$ cat config.mk
export PLATFORM = sky130hd
export DESIGN_NAME = sdram_access_fsm_flat
export DESIGN_NICKNAME = d
export VERILOG_FILES = /design/src/logic/sdram_pkg.sv /design/src/logic/sdram_seq_if.sv /design/src/logic/sdram_access_fsm.sv /design/src/flat_wrapper.sv
export SDC_FILE = /design/constraint.sdc
export NUM_CORES = 1
export LEC_CHECK = 0
export ABC_AREA = 1
export BUFFER_PORTS_ARGS = -buffer_cell sky130_fd_sc_hd__buf_2
export CORE_MARGIN = 3
export CORE_UTILIZATION = 30
export CTS_CLUSTER_SIZE = 20
export DETAILED_ROUTE_END_ITERATION = 7
export GPL_TIMING_DRIVEN = 0
export PLACE_DENSITY_LB_ADDON = 0.3
export SLEW_MARGIN = 10
export SYNTH_ARGS = -nofsm -noshare
export SYNTH_HDL_FRONTEND = slang
export SYNTH_SLANG_ARGS = --single-unit
$ cat constraint.sdc
create_clock -name clock -period 3.4 [get_ports clock]
set_input_delay 0.51 -clock clock [delete_from_list [all_inputs] [get_ports clock]]
set_output_delay 0.51 -clock clock [all_outputs]
set_load 0.005 [all_outputs]
$ cat src/logic/sdram_pkg.sv
`default_nettype none

package sdram_pkg;

  // Address geometry of the 16-bit SDR part
  localparam int ROW_W  = 13;                      // Row address bits
  localparam int COL_W  = 10;                      // Column address bits
  localparam int BANK_W = 2;                       // Bank select bits
  localparam int ADDR_W = BANK_W + ROW_W + COL_W;  // Linear {bank, row, column}, 25 bits

  // Data widths
  localparam int WORD_W = 64;  // Host word
  localparam int DQ_W   = 16;  // SDRAM data bus, two byte lanes

  // Controller FSM states, one access is prep through finish
  typedef enum logic [2:0] {
    st_idle     = 3'd0,  // Waiting for start
    st_load     = 3'd1,  // Latch address, op and lanes
    st_prep     = 3'd2,  // Pick lane mask of this access
    st_activate = 3'd3,  // ACTIVE to open the row
    st_rcd_wait = 3'd4,  // tRCD gap
    st_access   = 3'd5,  // READ or WRITE with auto-precharge
    st_cas_wait = 3'd6,  // CAS latency gap
    st_finish   = 3'd7   // Read data lands, step address
  } access_state_t;

  // Command pins as {cs_n, ras_n, cas_n, we_n}
  typedef enum logic [3:0] {
    cmd_active = 4'b0011,  // Row open
    cmd_write  = 4'b0100,  // Column write
    cmd_read   = 4'b0101,  // Column read
    cmd_nop    = 4'b0111   // Chip selected, no operation
  } sdram_cmd_t;

  // Requested transfer direction
  typedef enum logic {
    op_read  = 1'b0,
    op_write = 1'b1
  } op_kind_t;

endpackage

`default_nettype wire

$ cat src/logic/sdram_seq_if.sv
`timescale 1ns/1ns
`default_nettype none

interface sdram_seq_if #(
  parameter int T_RCD       = 2,
  parameter int CAS_LATENCY = 2
);

  // Timer must reach the longer of the two waits
  localparam int WAIT_MAX = (T_RCD > CAS_LATENCY) ? T_RCD : CAS_LATENCY;
  localparam int WAIT_W   = $clog2(WAIT_MAX + 1);

  logic                          load_start;    // Load start address, clear index
  logic                          wait_clear;    // Restart timer
  logic                          advance;       // Next column and next access
  logic [WAIT_W-1:0]             wait_count;    // Cycles since last clear
  logic                          first_access;  // Index is zero
  logic                          last_access;   // Index equals access count
  logic [sdram_pkg::BANK_W-1:0]  cur_bank;      // Current bank
  logic [sdram_pkg::ROW_W-1:0]   cur_row;       // Current row
  logic [sdram_pkg::COL_W-1:0]   cur_col;       // Current column

  modport fsm (
    output load_start, wait_clear, advance,
    input  wait_count, first_access, last_access,
    input  cur_bank, cur_row, cur_col
  );

  modport counter (
    input  load_start, wait_clear, advance,
    output wait_count, first_access, last_access,
    output cur_bank, cur_row, cur_col
  );

endinterface

`default_nettype wire

$ cat src/logic/sdram_access_fsm.sv
`timescale 1ns/1ns
`default_nettype none

module sdram_access_fsm #(
  parameter int T_RCD       = 2,
  parameter int CAS_LATENCY = 2
) (
  input  wire                             clock,
  input  wire                             reset,
  input  wire                             start,        // One-cycle request strobe
  input  sdram_pkg::op_kind_t             op,
  input  wire [1:0]                       first_lanes,  // {upper, lower} of access 0
  sdram_seq_if.fsm                        seq,
  output logic [1:0]                      lanes,        // Mask of current access
  output logic                            drive_dq,
  output logic                            shift_out,
  output logic                            capture_in,
  output logic                            clear_word,
  output logic                            done,
  output sdram_pkg::sdram_cmd_t           dram_cmd,
  output logic [sdram_pkg::ROW_W-1:0]     dram_addr,
  output logic [sdram_pkg::BANK_W-1:0]    dram_ba,
  output logic [1:0]                      dram_dqm      // {udqm, ldqm}, 1 masks
);

  sdram_pkg::access_state_t state_q;
  sdram_pkg::access_state_t state_d;
  sdram_pkg::op_kind_t      op_q;       // Direction of this operation
  logic [1:0]               first_q;    // Normalized first lane mask
  logic [1:0]               lanes_q;    // 00 only in idle and load
  logic [1:0]               prep_lanes; // Mask chosen for the next access

  // Lane rule, first wins over last when N is 1
  always_comb begin
    if (seq.first_access) prep_lanes = first_q;
    else if (seq.last_access) prep_lanes = {first_q[0], first_q[1]};  // Swapped lanes
    else prep_lanes = 2'b11;                                           // Middle access
  end

  always_ff @(posedge clock or posedge reset) begin
    if (reset) begin
      state_q <= sdram_pkg::st_idle;
      op_q    <= sdram_pkg::op_read;
      first_q <= 2'b11;
      lanes_q <= 2'b00;
    end else begin
      state_q <= state_d;
      case (state_q)
        sdram_pkg::st_load: begin
          op_q    <= op;
          first_q <= (first_lanes == 2'b00) ? 2'b11 : first_lanes;  // 00 means both
          lanes_q <= 2'b11;  // Marks busy until prep
        end
        sdram_pkg::st_prep: lanes_q <= prep_lanes;
        sdram_pkg::st_finish: begin
          if (seq.last_access) lanes_q <= 2'b00;  // Back to idle marker
        end
        default: lanes_q <= lanes_q;
      endcase
    end
  end

  always_comb begin
    state_d        = state_q;
    seq.load_start = 1'b0;
    seq.wait_clear = 1'b0;
    seq.advance    = 1'b0;
    done           = 1'b0;
    dram_cmd       = sdram_pkg::cmd_nop;
    dram_addr      = '0;
    dram_ba        = '0;
    dram_dqm       = 2'b11;  // Bus masked by default
    case (state_q)
      sdram_pkg::st_idle: begin
        if (start) state_d = sdram_pkg::st_load;  // Strobe only seen here
      end
      sdram_pkg::st_load: begin
        seq.load_start = 1'b1;
        state_d        = sdram_pkg::st_prep;
      end
      sdram_pkg::st_prep: state_d = sdram_pkg::st_activate;
      sdram_pkg::st_activate: begin
        dram_cmd       = sdram_pkg::cmd_active;
        dram_addr      = seq.cur_row;
        dram_ba        = seq.cur_bank;
        seq.wait_clear = 1'b1;  // Timer counts tRCD from here
        state_d        = sdram_pkg::st_rcd_wait;
      end
      sdram_pkg::st_rcd_wait: begin
        if (int'(seq.wait_count) == T_RCD - 1) state_d = sdram_pkg::st_access;
      end
      sdram_pkg::st_access: begin
        dram_cmd       = (op_q == sdram_pkg::op_write) ? sdram_pkg::cmd_write
                                                       : sdram_pkg::cmd_read;
        // A10 high selects auto-precharge
        dram_addr      = {{(sdram_pkg::ROW_W - sdram_pkg::COL_W - 1){1'b0}}, 1'b1, seq.cur_col};
        dram_ba        = seq.cur_bank;
        dram_dqm       = ~lanes_q;  // Enabled lanes unmasked
        seq.wait_clear = 1'b1;
        state_d        = (CAS_LATENCY > 1) ? sdram_pkg::st_cas_wait : sdram_pkg::st_finish;
      end
      sdram_pkg::st_cas_wait: begin
        if (int'(seq.wait_count) == CAS_LATENCY - 2) state_d = sdram_pkg::st_finish;
      end
      sdram_pkg::st_finish: begin
        seq.advance = 1'b1;  // Next column, next index
        if (seq.last_access) begin
          done    = 1'b1;
          state_d = sdram_pkg::st_idle;
        end else begin
          state_d = sdram_pkg::st_prep;
        end
      end
      default: state_d = sdram_pkg::st_idle;
    endcase
  end

  assign lanes      = lanes_q;
  assign drive_dq   = (state_q == sdram_pkg::st_access) && (op_q == sdram_pkg::op_write);
  assign shift_out  = (state_q == sdram_pkg::st_access) && (op_q == sdram_pkg::op_write);
  assign capture_in = (state_q == sdram_pkg::st_finish) && (op_q == sdram_pkg::op_read);
  assign clear_word = (state_q == sdram_pkg::st_load);

  // Mask picked in prep must enable at least one lane
  a_lanes_enabled: assert property (@(posedge clock) disable iff (reset)
    state_q == sdram_pkg::st_access |-> lanes_q != 2'b00);

  // Completion only from the last finish, then straight to idle
  a_done_in_finish: assert property (@(posedge clock) disable iff (reset)
    done |-> state_q == sdram_pkg::st_finish ##1 state_q == sdram_pkg::st_idle && !done);

endmodule

`default_nettype wire

$ cat src/flat_wrapper.sv
// flat-port wrapper written by rule: the top's interface ports become plain ports
module sdram_access_fsm_flat 
#(
  parameter int T_RCD       = 2,
  parameter int CAS_LATENCY = 2
)
  (clock, reset, start, op, first_lanes, lanes, drive_dq, shift_out, capture_in, clear_word, done, dram_cmd, dram_addr, dram_ba, dram_dqm, seq_load_start, seq_wait_clear, seq_advance, seq_wait_count, seq_first_access, seq_last_access, seq_cur_bank, seq_cur_row, seq_cur_col);
  sdram_seq_if #(.T_RCD(T_RCD), .CAS_LATENCY(CAS_LATENCY)) seq_i ();
  input  wire clock;
  input  wire reset;
  input  wire start;
  input  sdram_pkg::op_kind_t op;
  input  wire [1:0] first_lanes;
  output logic [1:0] lanes;
  output logic drive_dq;
  output logic shift_out;
  output logic capture_in;
  output logic clear_word;
  output logic done;
  output sdram_pkg::sdram_cmd_t dram_cmd;
  output logic [sdram_pkg::ROW_W-1:0] dram_addr;
  output logic [sdram_pkg::BANK_W-1:0] dram_ba;
  output logic [1:0] dram_dqm;
  output wire logic [$bits(seq_i.load_start)-1:0] seq_load_start;
  output wire logic [$bits(seq_i.wait_clear)-1:0] seq_wait_clear;
  output wire logic [$bits(seq_i.advance)-1:0] seq_advance;
  input wire logic [$bits(seq_i.wait_count)-1:0] seq_wait_count;
  input wire logic [$bits(seq_i.first_access)-1:0] seq_first_access;
  input wire logic [$bits(seq_i.last_access)-1:0] seq_last_access;
  input wire logic [$bits(seq_i.cur_bank)-1:0] seq_cur_bank;
  input wire logic [$bits(seq_i.cur_row)-1:0] seq_cur_row;
  input wire logic [$bits(seq_i.cur_col)-1:0] seq_cur_col;
  assign seq_load_start = seq_i.load_start;
  assign seq_wait_clear = seq_i.wait_clear;
  assign seq_advance = seq_i.advance;
  assign seq_i.wait_count = seq_wait_count;
  assign seq_i.first_access = seq_first_access;
  assign seq_i.last_access = seq_last_access;
  assign seq_i.cur_bank = seq_cur_bank;
  assign seq_i.cur_row = seq_cur_row;
  assign seq_i.cur_col = seq_cur_col;
  sdram_access_fsm #(.T_RCD(T_RCD), .CAS_LATENCY(CAS_LATENCY)) u_core (.clock(clock), .reset(reset), .start(start), .op(op), .first_lanes(first_lanes), .seq(seq_i), .lanes(lanes), .drive_dq(drive_dq), .shift_out(shift_out), .capture_in(capture_in), .clear_word(clear_word), .done(done), .dram_cmd(dram_cmd), .dram_addr(dram_addr), .dram_ba(dram_ba), .dram_dqm(dram_dqm));
endmodule
==> run_results.csv <==
group,metric,value,unit
run_status,status,"completed",
synth,ys_seq_elements,8,
layout,area_delta_synth_final,51.3,%
clocking,clockRootBuffer,"clkbuf_4",
clocking,cts.path.max_buffers,2,
layout,multiInputGateArea,409,sq um
critical_path,path_max_fanout,10,
timing,fin_skew,14.5,ps
critical_path,cp.required,2890,ps
synth,yosysWarnings,0,
hold_path,hold_path.class,"in2async",
floorplanning,ios,66,
synth,synthTopCellsByCount,"nand2_1, nand3_1, inv_1",
timing,setup_viol,0,
synth,ys_seq_area_frac,0.272,
floorplanning,dieArea,0.00312,sq mm
timing,fin_setup_tns,0,ps
floorplanning,core-area,0.00228,sq mm
critical_path,crit_type,"reg2out",
global_routing,grt_pass1_vias,854,
timing,fin_crit,1980,ps
synth,yosysTopAreaCellShare,0.207,
critical_path,endpoint_kind,"output port",
synth,synth_fp_nets,159,
run,max_cap_viol_count,0,
clocking,cts_max_level,1,
layout,drive_above_1_share,0.464,
synth,synth.avg_cell_area,6.00,sq um
synth,synthCells,124,
layout,num_antenna_cells,0,
global_routing,grt_max_degree,11,
timing,whs,181,ps
global_routing,overflow,0,
timing,rsz0062_at_grt,"no",
synth,yosysTopAreaCell,"nand2_1",
layout,fill_cells,245,
critical_path,startpoint_type,"flip-flop",
pwr,ir_drop,0.358,mV
global_routing,grt_pass1_wl,3690,um
synth,synth_edf_count,0,
critical_path,slowest_delay,470,ps
clocking,cts_resized,0,
global_routing,antenna_found_initial,0,
critical_path,path_cells,"inv_1 > nand3_2 > inv_1 > buf_6 > nand2_1 > nand2_1 > buf_2",
clocking,cts_tree,"yes",
timing,max_freq,505,MHz
placement,io_buffers,64,
floorplanning,start_util,0.327,
clocking,clk_latency,260,ps
clocking,postCtsSetupRepairBufs,0,
synth,synthArstFlopShare,1.00,
synth,synthFlopType,"dfrtp_1",
drt,post-route-drc-count,0,
synth,synth.most_common_cell,"nand2_1",
layout,seq_area,203,sq um
global_routing,grt_usage,0.143,
clocking,cts.sinks,8,
timing,finalHoldViolCount,0,
drt,routed_wirelength,2190,um
drt,antenna_left,0,
clocking,clk_pin_slew,70,ps
timing,drv_slew,0,
synth,netlist_top_cells_area,"nand2_1, dfrtp_1, nand3_1",
clocking,cts-hold-fix-buffers,0,
synth,synth_cell_types,18,
timing,finalCritPeriodShare,0.582,
drt,via_per_inst,4.41,
synth,synth_area,744,sq um
floorplanning,fp.dieH,55.8,um
drt,vias,971,
clocking,cts_made_buffers,3,
floorplanning,num_rows,17,
placement,gp_congestion,0.804,
critical_path,arrival,1470,ps
pwr,p_leak,0.000726,uW
drt,drt_iter0_drc,47,
critical_path,slowest_stage,"dfrtp_1",
pwr,power_density,744,mW/mm^2
layout,nets,228,
floorplanning,die_x,55.8,um
drt,wl_per_cell,9.94,um
placement,post-dp-hpwl,1790,um
drt,drt_pre_antenna_iters,4,
[final cells by class]
class                           count  share of cell area
Multi-Input combinational cell     89               0.363
Timing Repair Buffer               64               0.284
Sequential cell                     8               0.180
Inverter                           20              0.0667
Buffer                              7              0.0511
Tap cell                           28              0.0311
Clock buffer                        4              0.0233
[layout by cell type, fill, tap and decap left out, types with 2 or more instances in the layout]
| master | n |
|---|---|
| buf_2 | 65 |
| nand2_1 | 41 |
| nand3_1 | 20 |
| inv_1 | 15 |
| nor2_1 | 12 |
| dfrtp_1 | 6 |
| nand2_2 | 5 |
| inv_2 | 5 |
| o21ai_0 | 5 |
| buf_4 | 4 |
| clkbuf_4 | 3 |
| buf_6 | 2 |
| dfstp_2 | 2 |
[worst paths after layout]
check / start / to / slack, ps / depth (start not counted)
min: reset / u_core.op_q / 180 / 2
max: u_core.state_q[1] / dram_addr[2] / 1420 / 7
min reg2reg: u_core.lanes[0] / u_core.lanes[0] / 530 / 2
min in group clock: op / u_core.op_q / 470 / 3
max reg2reg: u_core.state_q[2] / u_core.lanes[1] / 2200 / 5
max in group asynchronous: reset / u_core.first_q[1] / 2910 / 2
[metrics by stage]
step           area [sq um]  std cells  utilization  power (uW)  setup WS [ps]
5_1_grt                1130        220        0.495         940           1260
3_3_place_gp           1100        216        0.483         750           1700
4_1_cts                1130        220        0.495         849           1410
2_1_floorplan           744        124            -         569           1900
6_report               1130        220        0.495         838           1420
3_5_place_dp           1100        216        0.483         764           1710
[cell families (layout without fill, tap and decap cells)]
group / Yosys count / count (layout) / share of synthesized area
AO/OA/AOI/OAI: 7 / 7 / 0.0504
AND/OR/NAND/NOR: 81 / 81 / 0.494
flip-flops: 8 / 8 / 0.272
buffers and inverters: 27 / 95 / 0.178
other: 1 / 1 / 0.00504
[power by group]
part / total, uW / leakage, uW / switching [uW] / internal [uW]
registers: 199 / 0.0000916 / 44.3 / 155
clock network: 81.4 / 0.0000150 / 36.4 / 45.1
logic: 557 / 0.000619 / 322 / 234
[flip-flops by register name, indices dropped and copies added, names as in the netlist]
register / cells
u_core.state_q: 3
u_core.op_q: 1
u_core.lanes: 2
u_core.first_q: 2
[worst max-delay path, delay by kind of cell, from the launching register on]
kind                   cells  cell delay [ps]
flip-flops                 1              470
buffers and inverters      4              510
AND/OR/NAND/NOR            3              220
[per-layer routing]
metal,global-route usage,wire [um],up-vias
met2,0.226,862,59
met4,0.0712,27,0
li1,-,-,509
met5,0,0,-
met3,0.0534,352,4
met1,0.170,944,399
(Power assumes the default switching activity.)
