File: src/logic/sdram_pkg.sv
`default_nettype none

package sdram_pkg;

  // Address geometry of the 16-bit SDR part
  localparam int ROW_W  = 13;                      // Row address bits
  localparam int COL_W  = 10;                      // Column address bits
  localparam int BANK_W = 2;                       // Bank select bits
  localparam int ADDR_W = BANK_W + ROW_W + COL_W;  // Linear {bank, row, column}, 25 bits

  // Data widths
  localparam int WORD_W = 64;  // Host word
  localparam int DQ_W   = 16;  // SDRAM data bus, two byte lanes

  // Controller FSM states, one access is prep through finish
  typedef enum logic [2:0] {
    st_idle     = 3'd0,  // Waiting for start
    st_load     = 3'd1,  // Latch address, op and lanes
    st_prep     = 3'd2,  // Pick lane mask of this access
    st_activate = 3'd3,  // ACTIVE to open the row
    st_rcd_wait = 3'd4,  // tRCD gap
    st_access   = 3'd5,  // READ or WRITE with auto-precharge
    st_cas_wait = 3'd6,  // CAS latency gap
    st_finish   = 3'd7   // Read data lands, step address
  } access_state_t;

  // Command pins as {cs_n, ras_n, cas_n, we_n}
  typedef enum logic [3:0] {
    cmd_active = 4'b0011,  // Row open
    cmd_write  = 4'b0100,  // Column write
    cmd_read   = 4'b0101,  // Column read
    cmd_nop    = 4'b0111   // Chip selected, no operation
  } sdram_cmd_t;

  // Requested transfer direction
  typedef enum logic {
    op_read  = 1'b0,
    op_write = 1'b1
  } op_kind_t;

endpackage

`default_nettype wire

File: src/logic/sdram_seq_if.sv
`timescale 1ns/1ns
`default_nettype none

interface sdram_seq_if #(
  parameter int T_RCD       = 2,
  parameter int CAS_LATENCY = 2
);

  // Timer must reach the longer of the two waits
  localparam int WAIT_MAX = (T_RCD > CAS_LATENCY) ? T_RCD : CAS_LATENCY;
  localparam int WAIT_W   = $clog2(WAIT_MAX + 1);

  logic                          load_start;    // Load start address, clear index
  logic                          wait_clear;    // Restart timer
  logic                          advance;       // Next column and next access
  logic [WAIT_W-1:0]             wait_count;    // Cycles since last clear
  logic                          first_access;  // Index is zero
  logic                          last_access;   // Index equals access count
  logic [sdram_pkg::BANK_W-1:0]  cur_bank;      // Current bank
  logic [sdram_pkg::ROW_W-1:0]   cur_row;       // Current row
  logic [sdram_pkg::COL_W-1:0]   cur_col;       // Current column

  modport fsm (
    output load_start, wait_clear, advance,
    input  wait_count, first_access, last_access,
    input  cur_bank, cur_row, cur_col
  );

  modport counter (
    input  load_start, wait_clear, advance,
    output wait_count, first_access, last_access,
    output cur_bank, cur_row, cur_col
  );

endinterface

`default_nettype wire

File: src/logic/sdram_access_counter.sv
`timescale 1ns/1ns
`default_nettype none

module sdram_access_counter #(
  parameter int T_RCD       = 2,
  parameter int CAS_LATENCY = 2
) (
  input  wire                           clock,
  input  wire                           reset,
  input  wire [sdram_pkg::BANK_W-1:0]   start_bank,
  input  wire [sdram_pkg::ROW_W-1:0]    start_row,
  input  wire [sdram_pkg::COL_W-1:0]    start_col,
  input  wire [2:0]                     access_count,  // N - 1
  sdram_seq_if.counter                  seq
);

  // Timer holds at the longer wait
  localparam int WAIT_MAX = (T_RCD > CAS_LATENCY) ? T_RCD : CAS_LATENCY;

  logic [sdram_pkg::ADDR_W-1:0] addr_q;    // {bank, row, column}
  logic [2:0]                   index_q;   // Access number
  logic [2:0]                   count_q;   // Latched access_count
  logic                         loaded_q;  // Operation in flight

  always_ff @(posedge clock or posedge reset) begin
    if (reset) begin
      index_q  <= '0;
      count_q  <= '0;
      loaded_q <= 1'b0;
    end else if (seq.load_start) begin
      index_q  <= '0;
      count_q  <= access_count;
      loaded_q <= 1'b1;
    end else if (seq.advance) begin
      index_q <= index_q + 3'd1;
      if (seq.last_access) loaded_q <= 1'b0;  // Operation complete
    end
  end

  // Column carries into row, row into bank
  always_ff @(posedge clock) begin
    if (seq.load_start) addr_q <= {start_bank, start_row, start_col};
    else if (seq.advance) addr_q <= addr_q + 1'b1;
  end

  always_ff @(posedge clock or posedge reset) begin
    if (reset) seq.wait_count <= '0;
    else if (seq.wait_clear) seq.wait_count <= '0;
    else if (int'(seq.wait_count) < WAIT_MAX) seq.wait_count <= seq.wait_count + 1'b1;
  end

  assign {seq.cur_bank, seq.cur_row, seq.cur_col} = addr_q;
  assign seq.first_access = (index_q == 3'd0);
  assign seq.last_access  = (index_q == count_q);

  // At most five accesses per operation
  a_count_range: assert property (@(posedge clock) disable iff (reset)
    seq.load_start |-> access_count <= 3'd4);

  // Stepping needs a loaded start address
  a_advance_loaded: assert property (@(posedge clock) disable iff (reset)
    seq.advance |-> loaded_q);

endmodule

`default_nettype wire

File: src/flat_wrapper.sv
// flat-port wrapper written by rule: the top's interface ports become plain ports
module sdram_access_counter_flat 
#(
  parameter int T_RCD       = 2,
  parameter int CAS_LATENCY = 2
)
  (clock, reset, start_bank, start_row, start_col, access_count, seq_load_start, seq_wait_clear, seq_advance, seq_wait_count, seq_first_access, seq_last_access, seq_cur_bank, seq_cur_row, seq_cur_col);
  sdram_seq_if #(.T_RCD(T_RCD), .CAS_LATENCY(CAS_LATENCY)) seq_i ();
  input  wire clock;
  input  wire reset;
  input  wire [sdram_pkg::BANK_W-1:0] start_bank;
  input  wire [sdram_pkg::ROW_W-1:0] start_row;
  input  wire [sdram_pkg::COL_W-1:0] start_col;
  input  wire [2:0] access_count;
  input wire logic [$bits(seq_i.load_start)-1:0] seq_load_start;
  input wire logic [$bits(seq_i.wait_clear)-1:0] seq_wait_clear;
  input wire logic [$bits(seq_i.advance)-1:0] seq_advance;
  output wire logic [$bits(seq_i.wait_count)-1:0] seq_wait_count;
  output wire logic [$bits(seq_i.first_access)-1:0] seq_first_access;
  output wire logic [$bits(seq_i.last_access)-1:0] seq_last_access;
  output wire logic [$bits(seq_i.cur_bank)-1:0] seq_cur_bank;
  output wire logic [$bits(seq_i.cur_row)-1:0] seq_cur_row;
  output wire logic [$bits(seq_i.cur_col)-1:0] seq_cur_col;
  assign seq_i.load_start = seq_load_start;
  assign seq_i.wait_clear = seq_wait_clear;
  assign seq_i.advance = seq_advance;
  assign seq_wait_count = seq_i.wait_count;
  assign seq_first_access = seq_i.first_access;
  assign seq_last_access = seq_i.last_access;
  assign seq_cur_bank = seq_i.cur_bank;
  assign seq_cur_row = seq_i.cur_row;
  assign seq_cur_col = seq_i.cur_col;
  sdram_access_counter #(.T_RCD(T_RCD), .CAS_LATENCY(CAS_LATENCY)) u_core (.clock(clock), .reset(reset), .start_bank(start_bank), .start_row(start_row), .start_col(start_col), .access_count(access_count), .seq(seq_i));
endmodule
File: config.mk
export PLATFORM = sky130hd
export DESIGN_NAME = sdram_access_counter_flat
export DESIGN_NICKNAME = d
export VERILOG_FILES = /design/src/logic/sdram_pkg.sv /design/src/logic/sdram_seq_if.sv /design/src/logic/sdram_access_counter.sv /design/src/flat_wrapper.sv
export SDC_FILE = /design/constraint.sdc
export NUM_CORES = 1
export LEC_CHECK = 0
export BUFFER_PORTS_ARGS = -buffer_cell sky130_fd_sc_hd__buf_2
export CAP_MARGIN = 20
export CORE_MARGIN = 2
export CORE_UTILIZATION = 33
export CTS_BUF_LIST = sky130_fd_sc_hd__clkbuf_4 sky130_fd_sc_hd__clkbuf_8
export DETAILED_ROUTE_END_ITERATION = 10
export PLACE_DENSITY_LB_ADDON = 0.05
export SKIP_LAST_GASP = 1
export SYNTH_ARGS = -nofsm -noshare
export SYNTH_HDL_FRONTEND = slang
export SYNTH_SLANG_ARGS = --single-unit
File: constraint.sdc
create_clock -name clock -period 2.5 [get_ports clock]
set_clock_uncertainty 0.15 [all_clocks]
set_input_delay 0.375 -clock clock [delete_from_list [all_inputs] [get_ports clock]]
set_output_delay 0.375 -clock clock [all_outputs]
set_load 0.05 [all_outputs]
==> results of run 1 <==
## report_power, final
group	leakage (µW)	internal [µW]	switching, µW	total (µW)
clock network	0.0000523	246	194	441
registers	0.000354	666	74.5	740
logic	0.000611	141	325	466
total	0.00102	1050	594	1650
## flip-flops by register name, indices dropped and copies added, names as in the netlist
name                   cells
u_core.addr_q             25
u_core.count_q             3
u_core.index_q             3
u_core.seq.wait_count      2
## synthesized netlist by cell type, types with 2 or more instances
library cell and n:
dfrtp_1 8, xnor2_1 9, mux2_2 4, edfxtp_1 25, inv_1 6, nor3_1 7, a31oi_1 4, xor2_1 8
ha_1 3, o21ai_0 15, o31a_1 2, o31ai_1 2, clkbuf_1 4, mux2i_1 6, nand3_1 10, a221o_1 2
nand4_1 5, nor2b_1 6, nor2_1 17, nand2_1 27, buf_1 2, nor4_1 5, or4_1 3, a22oi_1 4
## kinds of logic (layout without fill, tap and decap cells)
kind of cell,after synthesis,after routing,share of synthesized area (%)
simple gates,90,90,23.7
mux,10,10,5.41
compound gates,30,30,9.91
xor+xnor,17,17,7.66
fa+ha+maj,3,3,1.93
buf+inv,13,85,2.51
flops,33,33,48.9
## worst max-delay path by stage
stage | from | endpoint | cells after the start
finish | u_core.addr_q[5]$_DFFE_PP_ | u_core.addr_q[24]$_DFFE_PP_ | 4
global route | u_core.addr_q[0]$_DFFE_PP_ | u_core.addr_q[24]$_DFFE_PP_ | 5
CTS | u_core.addr_q[0]$_DFFE_PP_ | u_core.addr_q[24]$_DFFE_PP_ | 5
detailed placement | u_core.addr_q[0]$_DFFE_PP_ | u_core.addr_q[24]$_DFFE_PP_ | 5
global placement | u_core.addr_q[5]$_DFFE_PP_ | u_core.addr_q[24]$_DFFE_PP_ | 4
floorplan | u_core.addr_q[0]$_DFFE_PP_ | u_core.addr_q[20]$_DFFE_PP_ | 5
## layout make-up
class	instances	area [µm²]	share of cell area (%)
Sequential cell	33	951	38.1
Multi-Input combinational cell	150	945	37.8
Timing Repair Buffer	70	388	15.5
Clock buffer	8	97.6	3.91
Tap cell	72	90.1	3.61
Inverter	7	26.3	1.05
## metal layers
metal	wire length, µm	up-vias	global-route usage [%]
met5	0	-	0
met1	2310	763	21.1
met3	326	6	5.11
met4	47	0	4.07
li1	-	864	-
met2	2200	41	24.3
## repair_timing
action | 4_1_cts | 5_1_grt
hold buffers | 1 | 0
setup buffers | 0 | 0
hold endpoints to repair | 8 | 0
endpoints found under the setup margin | 0 | 0
## through the flow
stage	total power, µW	std cells	hold WS, ps
after floorplan	1080	196	40.7
after global placement	1220	331	183
after detailed placement	1220	331	179
after CTS	1680	340	90.7
after global routing	1740	340	103
final	1650	340	105
==> run_results.csv, run 1 <==
group,metric,value,unit
run_status,status,"finished clean",
min_path,min_to,"u_core.seq.wait_count[0]$_DFFE_PP0P_",
place,io_buffers,61,
logic_synthesis,synth_seq_cells,33,
timing,finalCriticalPeriod,2210,ps
floorplan,die_y,80.8,µm
place,dpl.hpwl,3.60,mm
timing,slew_headroom,67.0,%
final_layout,area_delta_synth_final,28.4,%
clocking,htreeDepth,2,
final_layout,final_cell_mix,"buf_2 (61), nand2_1 (27), edfxtp_1 (25)",
min_path,hp-start,"seq_wait_clear",
route,wl_per_cell,14.4,µm
power_and_ir_drop,power_density,659,nW/µm²
global_routing,grt.total_usage,15.7,%
logic_synthesis,yosys.area.top_type,"edfxtp_1",
route,ant_nets,0,
timing,finalSetupViolCount,0,
clocking,cts-root-buf,"clkbuf_8",
setup_path,cp_slowest_stage_delay,620,ps
setup_path,crit_chain,"nand4_2 > or4_4 > or4_1 > a31oi_1",
route,drt_wl_total,4.89,mm
clocking,clock_path_buffers,2,
setup_path,crit_required,2480,ps
setup_path,rr_worst_depth,4,
clocking,insertion_delay,290,ps
final_layout,drive_gt1_share,32.1,%
logic_synthesis,syn_avg_cell_area,9.92,µm²
final_layout,design_area,2500,µm²
place,gp_congestion,0.728,
timing,finalSetupTns,0,ps
route,drt_iter0_markers,98,
place,placed_area,2390,µm²
logic_synthesis,synth_edf_count,25,
power_and_ir_drop,vdd_drop_max,280,µV
setup_path,r2r-start,"u_core.addr_q[5]$_DFFE_PP_",
final_layout,num_antenna_cells,0,
setup_path,crit_path_start_kind,"flip-flop",
setup_path,timing.rr.end,"u_core.addr_q[24]$_DFFE_PP_",
floorplan,initial_core_util,34.7,%
global_routing,grt_pass1_wl,7.76,mm
final_layout,nFillCells,576,
timing,hold_viol_final,0,
min_path,min_path_type,"in -> reg",
logic_synthesis,synth_top_area_share,38.6,%
clocking,cts_tree,"done",
global_routing,grt_pass1_vias,1583,
setup_path,critPathMaxFanout,6,
logic_synthesis,synth.distinct_cells,36,
route,vias,1674,
logic_synthesis,synth.area.top_cells,"edfxtp_1 (39%), dfrtp_1 (10%), nand2_1 (5.2%)",
setup_path,critPathTopFamily,"simple AND/OR/NAND/NOR gates",
final_layout,final_nets,303,
logic_synthesis,synthFlopType,"edfxtp_1",
floorplan,dieWidth,80.8,µm
timing,rsz0062_at_grt,"false",
logic_synthesis,ys_warn_count,0,
route,viasPerCell,4.92,
place,dp_slack,283,ps
route,firstDrtPassIters,4,
timing,finalCritPeriodShare,88.6,%
clocking,clk_pin_slew,70,ps
global_routing,antenna_found_initial,0,
global_routing,grt_max_degree,28,
timing,setup_ws,285,ps
logic_synthesis,syn_area,1940,µm²
floorplan,die_area,6520,µm²
clocking,cts_resized,0,
setup_path,critPathBufInv,0,
logic_synthesis,ys_seq_area_share,48.9,%
power_and_ir_drop,p_leak,0.00102,µW
route,drcViolationCount,0,
logic_synthesis,synthCells,196,
setup_path,crit_type,"reg -> reg",
final_layout,final_common_cell,"buf_2",
clocking,cts_buffers,5,
setup_path,cp.arrival,2200,ps
timing,drv_slew,0,
floorplan,ios,62,
logic_synthesis,syn_nets,232,
setup_path,rrSetupSlack,290,ps
min_path,min_path_cells,2,
setup_path,worst_path_max_delay_cell,"or4_4",
final_layout,fin_util,44.5,%
clocking,cts.sinks,33,
logic_synthesis,synthArstFlopShare,24.2,%
run,drv_cap,0,
timing,worst_pin_slew,495,ps
timing,fmax,0.452,GHz
floorplan,core-area,5610,µm²
setup_path,crit_path_end_kind,"flip-flop",
global_routing,grt_overflow_total,0,
floorplan,rows,27,
No activity file was read; power rests on OpenSTA's default activity.
==> run 2: changes to the inputs <==
- BUFFER_PORTS_ARGS: -buffer_cell sky130_fd_sc_hd__buf_2 -> -buffer_cell sky130_fd_sc_hd__buf_4
- TNS_END_PERCENT: not set -> 5
- clock period: 2.5 -> 2.3 ns (I/O delays scaled with it)
==> run 2 against run 1 <==
Net effect: core utilization rose by 4.3 points; critical endpoint is now u_core.addr_q[20]$_DFFE_PP_; count of clock-buffer cells in the layout fell by 2; critical path type unchanged; flip-flop and latch count did not move; clock power rose by 31%; final area rose by 9.7%; non-clock buffer count rose by 9; worst setup slack got worse by 230 ps; die area did not move; first-iteration DRC count fell by 28%; wire length rose by 0.14%.
==> run_results.csv, run 2 (synthesis results as in run 1) <==
group,metric,value,unit
timing,finalSetupViolCount,0,
place,gp_congestion,0.788,
final_layout,fin_util,48.8,%
final_layout,final_common_cell,"buf_4",
route,drt_iter0_markers,71,
global_routing,grt_pass1_vias,1618,
clocking,cts_tree,"done",
floorplan,core-area,5610,µm²
final_layout,design_area,2740,µm²
timing,slew_headroom,70.7,%
clocking,clk_pin_slew,70,ps
floorplan,initial_core_util,34.7,%
timing,drv_slew,0,
route,wl_per_cell,14.0,µm
global_routing,grt_pass1_wl,7.82,mm
setup_path,cp.arrival,2130,ps
final_layout,largest_register,"u_core.addr_q",
place,placed_area,2580,µm²
global_routing,grt_overflow_total,0,
global_routing,antenna_found_initial,0,
route,drt_wl_total,4.89,mm
power_and_ir_drop,power_density,721,nW/µm²
route,ant_nets,0,
power_and_ir_drop,p_leak,0.00112,µW
power_and_ir_drop,internal_power,1300,µW
global_routing,grt.total_usage,15.4,%
power_and_ir_drop,switching_share,33.9,%
final_layout,drive_gt1_share,34.7,%
final_layout,nFillCells,572,
clocking,htreeDepth,2,
floorplan,ios,62,
setup_path,crit_path_end_kind,"flip-flop",
floorplan,die_area,6520,µm²
floorplan,rows,27,
setup_path,crit_path_start_kind,"flip-flop",
clocking,clock_path_buffers,2,
route,firstDrtPassIters,4,
clocking,insertion_delay,280,ps
route,viasPerCell,4.98,
timing,finalCritPeriodShare,97.7,%
timing,finalCriticalPeriod,2250,ps
timing,fmax,0.445,GHz
final_layout,reg.largest.list,"u_core.addr_q (25), u_core.count_q (3), u_core.index_q (3)",
timing,rsz0062_at_grt,"true",
power_and_ir_drop,p_switching,669,µW
clocking,cts-root-buf,"clkbuf_8",
floorplan,die_y,80.8,µm
power_and_ir_drop,seq_power_share,40.2,%
final_layout,largest_reg_flops,25,
power_and_ir_drop,combPwrFrac,30.6,%
place,dpl.hpwl,3.64,mm
route,vias,1738,
clocking,cts_buffers,5,
timing,worst_pin_slew,435,ps
final_layout,final_nets,312,
run_status,status,"finished clean",
route,drcViolationCount,0,
power_and_ir_drop,vdd_drop_max,330,µV
run,drv_cap,0,
place,io_buffers,61,
power_and_ir_drop,pwr-share-clk,29.2,%
final_layout,final_cell_mix,"buf_4 (78), nand2_1 (27), edfxtp_1 (25)",
clocking,cts.sinks,33,
setup_path,crit_required,2190,ps
setup_path,crit_type,"reg -> reg",
final_layout,num_antenna_cells,0,
global_routing,grt_max_degree,44,
final_layout,area_delta_synth_final,40.9,%
min_path,min_path_type,"in -> reg",
setup_path,critPathMaxFanout,5,
floorplan,dieWidth,80.8,µm
timing,hold_viol_final,0,
==> run 2: cell type report <==
cell class / count / area, µm² / share of cell area, %
Tap cell: 72 / 90.1 / 3.29
Inverter: 7 / 26.3 / 0.959
Clock inverter: 2 / 36.3 / 1.32
Clock buffer: 6 / 82.6 / 3.02
Sequential cell: 33 / 951 / 34.7
Timing Repair Buffer: 79 / 596 / 21.7
Multi-Input combinational cell: 150 / 957 / 34.9
==> run 2: worst max-delay path, stage by stage, from the launching register on <==
cell      delay (ps)
edfxtp_1         420
ha_4             160
nand4_1          200
or4_1            530
o31a_1           260
o31a_1           270
==> run 2: worst paths after layout <==
path | startpoint | depth (start not counted) | endpoint | slack, ps
max reg2reg | u_core.addr_q[1]$_DFFE_PP_ | 5 | u_core.addr_q[20]$_DFFE_PP_ | 50
min in group asynchronous | reset | 3 | u_core.seq.wait_count[1]$_DFFE_PP0P_ | 410
max in group asynchronous | reset | 3 | u_core.index_q[0]$_DFFE_PP0P_ | 1370
min | seq_wait_clear | 2 | u_core.seq.wait_count[1]$_DFFE_PP0P_ | 60
min reg2reg | u_core.count_q[2]$_DFFE_PP0P_ | 1 | u_core.count_q[2]$_DFFE_PP0P_ | 380
max | u_core.addr_q[1]$_DFFE_PP_ | 5 | u_core.addr_q[20]$_DFFE_PP_ | 50
==> run 2: stage by stage <==
stage | std cells | setup TNS (ps) | setup WS [ps] | hold slack, ps | power, µW
2_1_floorplan | 196 | -1470 | -219 | 10.7 | 1180
3_3_place_gp | 338 | 0 | 118 | 167 | 1400
3_5_place_dp | 338 | 0 | 37.9 | 165 | 1400
4_1_cts | 347 | 0 | 19.6 | 54.6 | 1990
5_1_grt | 349 | -177 | -62.1 | 58.8 | 2070
6_report | 349 | 0 | 52.6 | 64.1 | 1970
==> run 2: power groups by stage <==
stage               registers, µW  clock network, µW  logic, µW
CTS                           791                593        601
floorplan                     996                  0        182
finish                        793                577        603
global placement              803                  0        597
global route                  804                609        654
detailed placement            804                  0        598
==> run 2: layer usage <==
metal | up-vias | share of wire (%) | wire [µm] | track usage [%]
met2 | 43 | 46 | 2230 | 24.6
met1 | 811 | 48 | 2330 | 21.0
met4 | 0 | 0.67 | 33 | 3.56
met5 | - | 0 | 0 | 0
met3 | 4 | 6.1 | 297 | 4.22
li1 | 880 | - | - | -
==> run 2: repair_timing <==
item                                    CTS  global route
gates resized for setup                   0             2
endpoints found under the hold margin     8             0
endpoints found under the setup margin    0             3
setup buffers                             0             2
hold buffers                              1             0
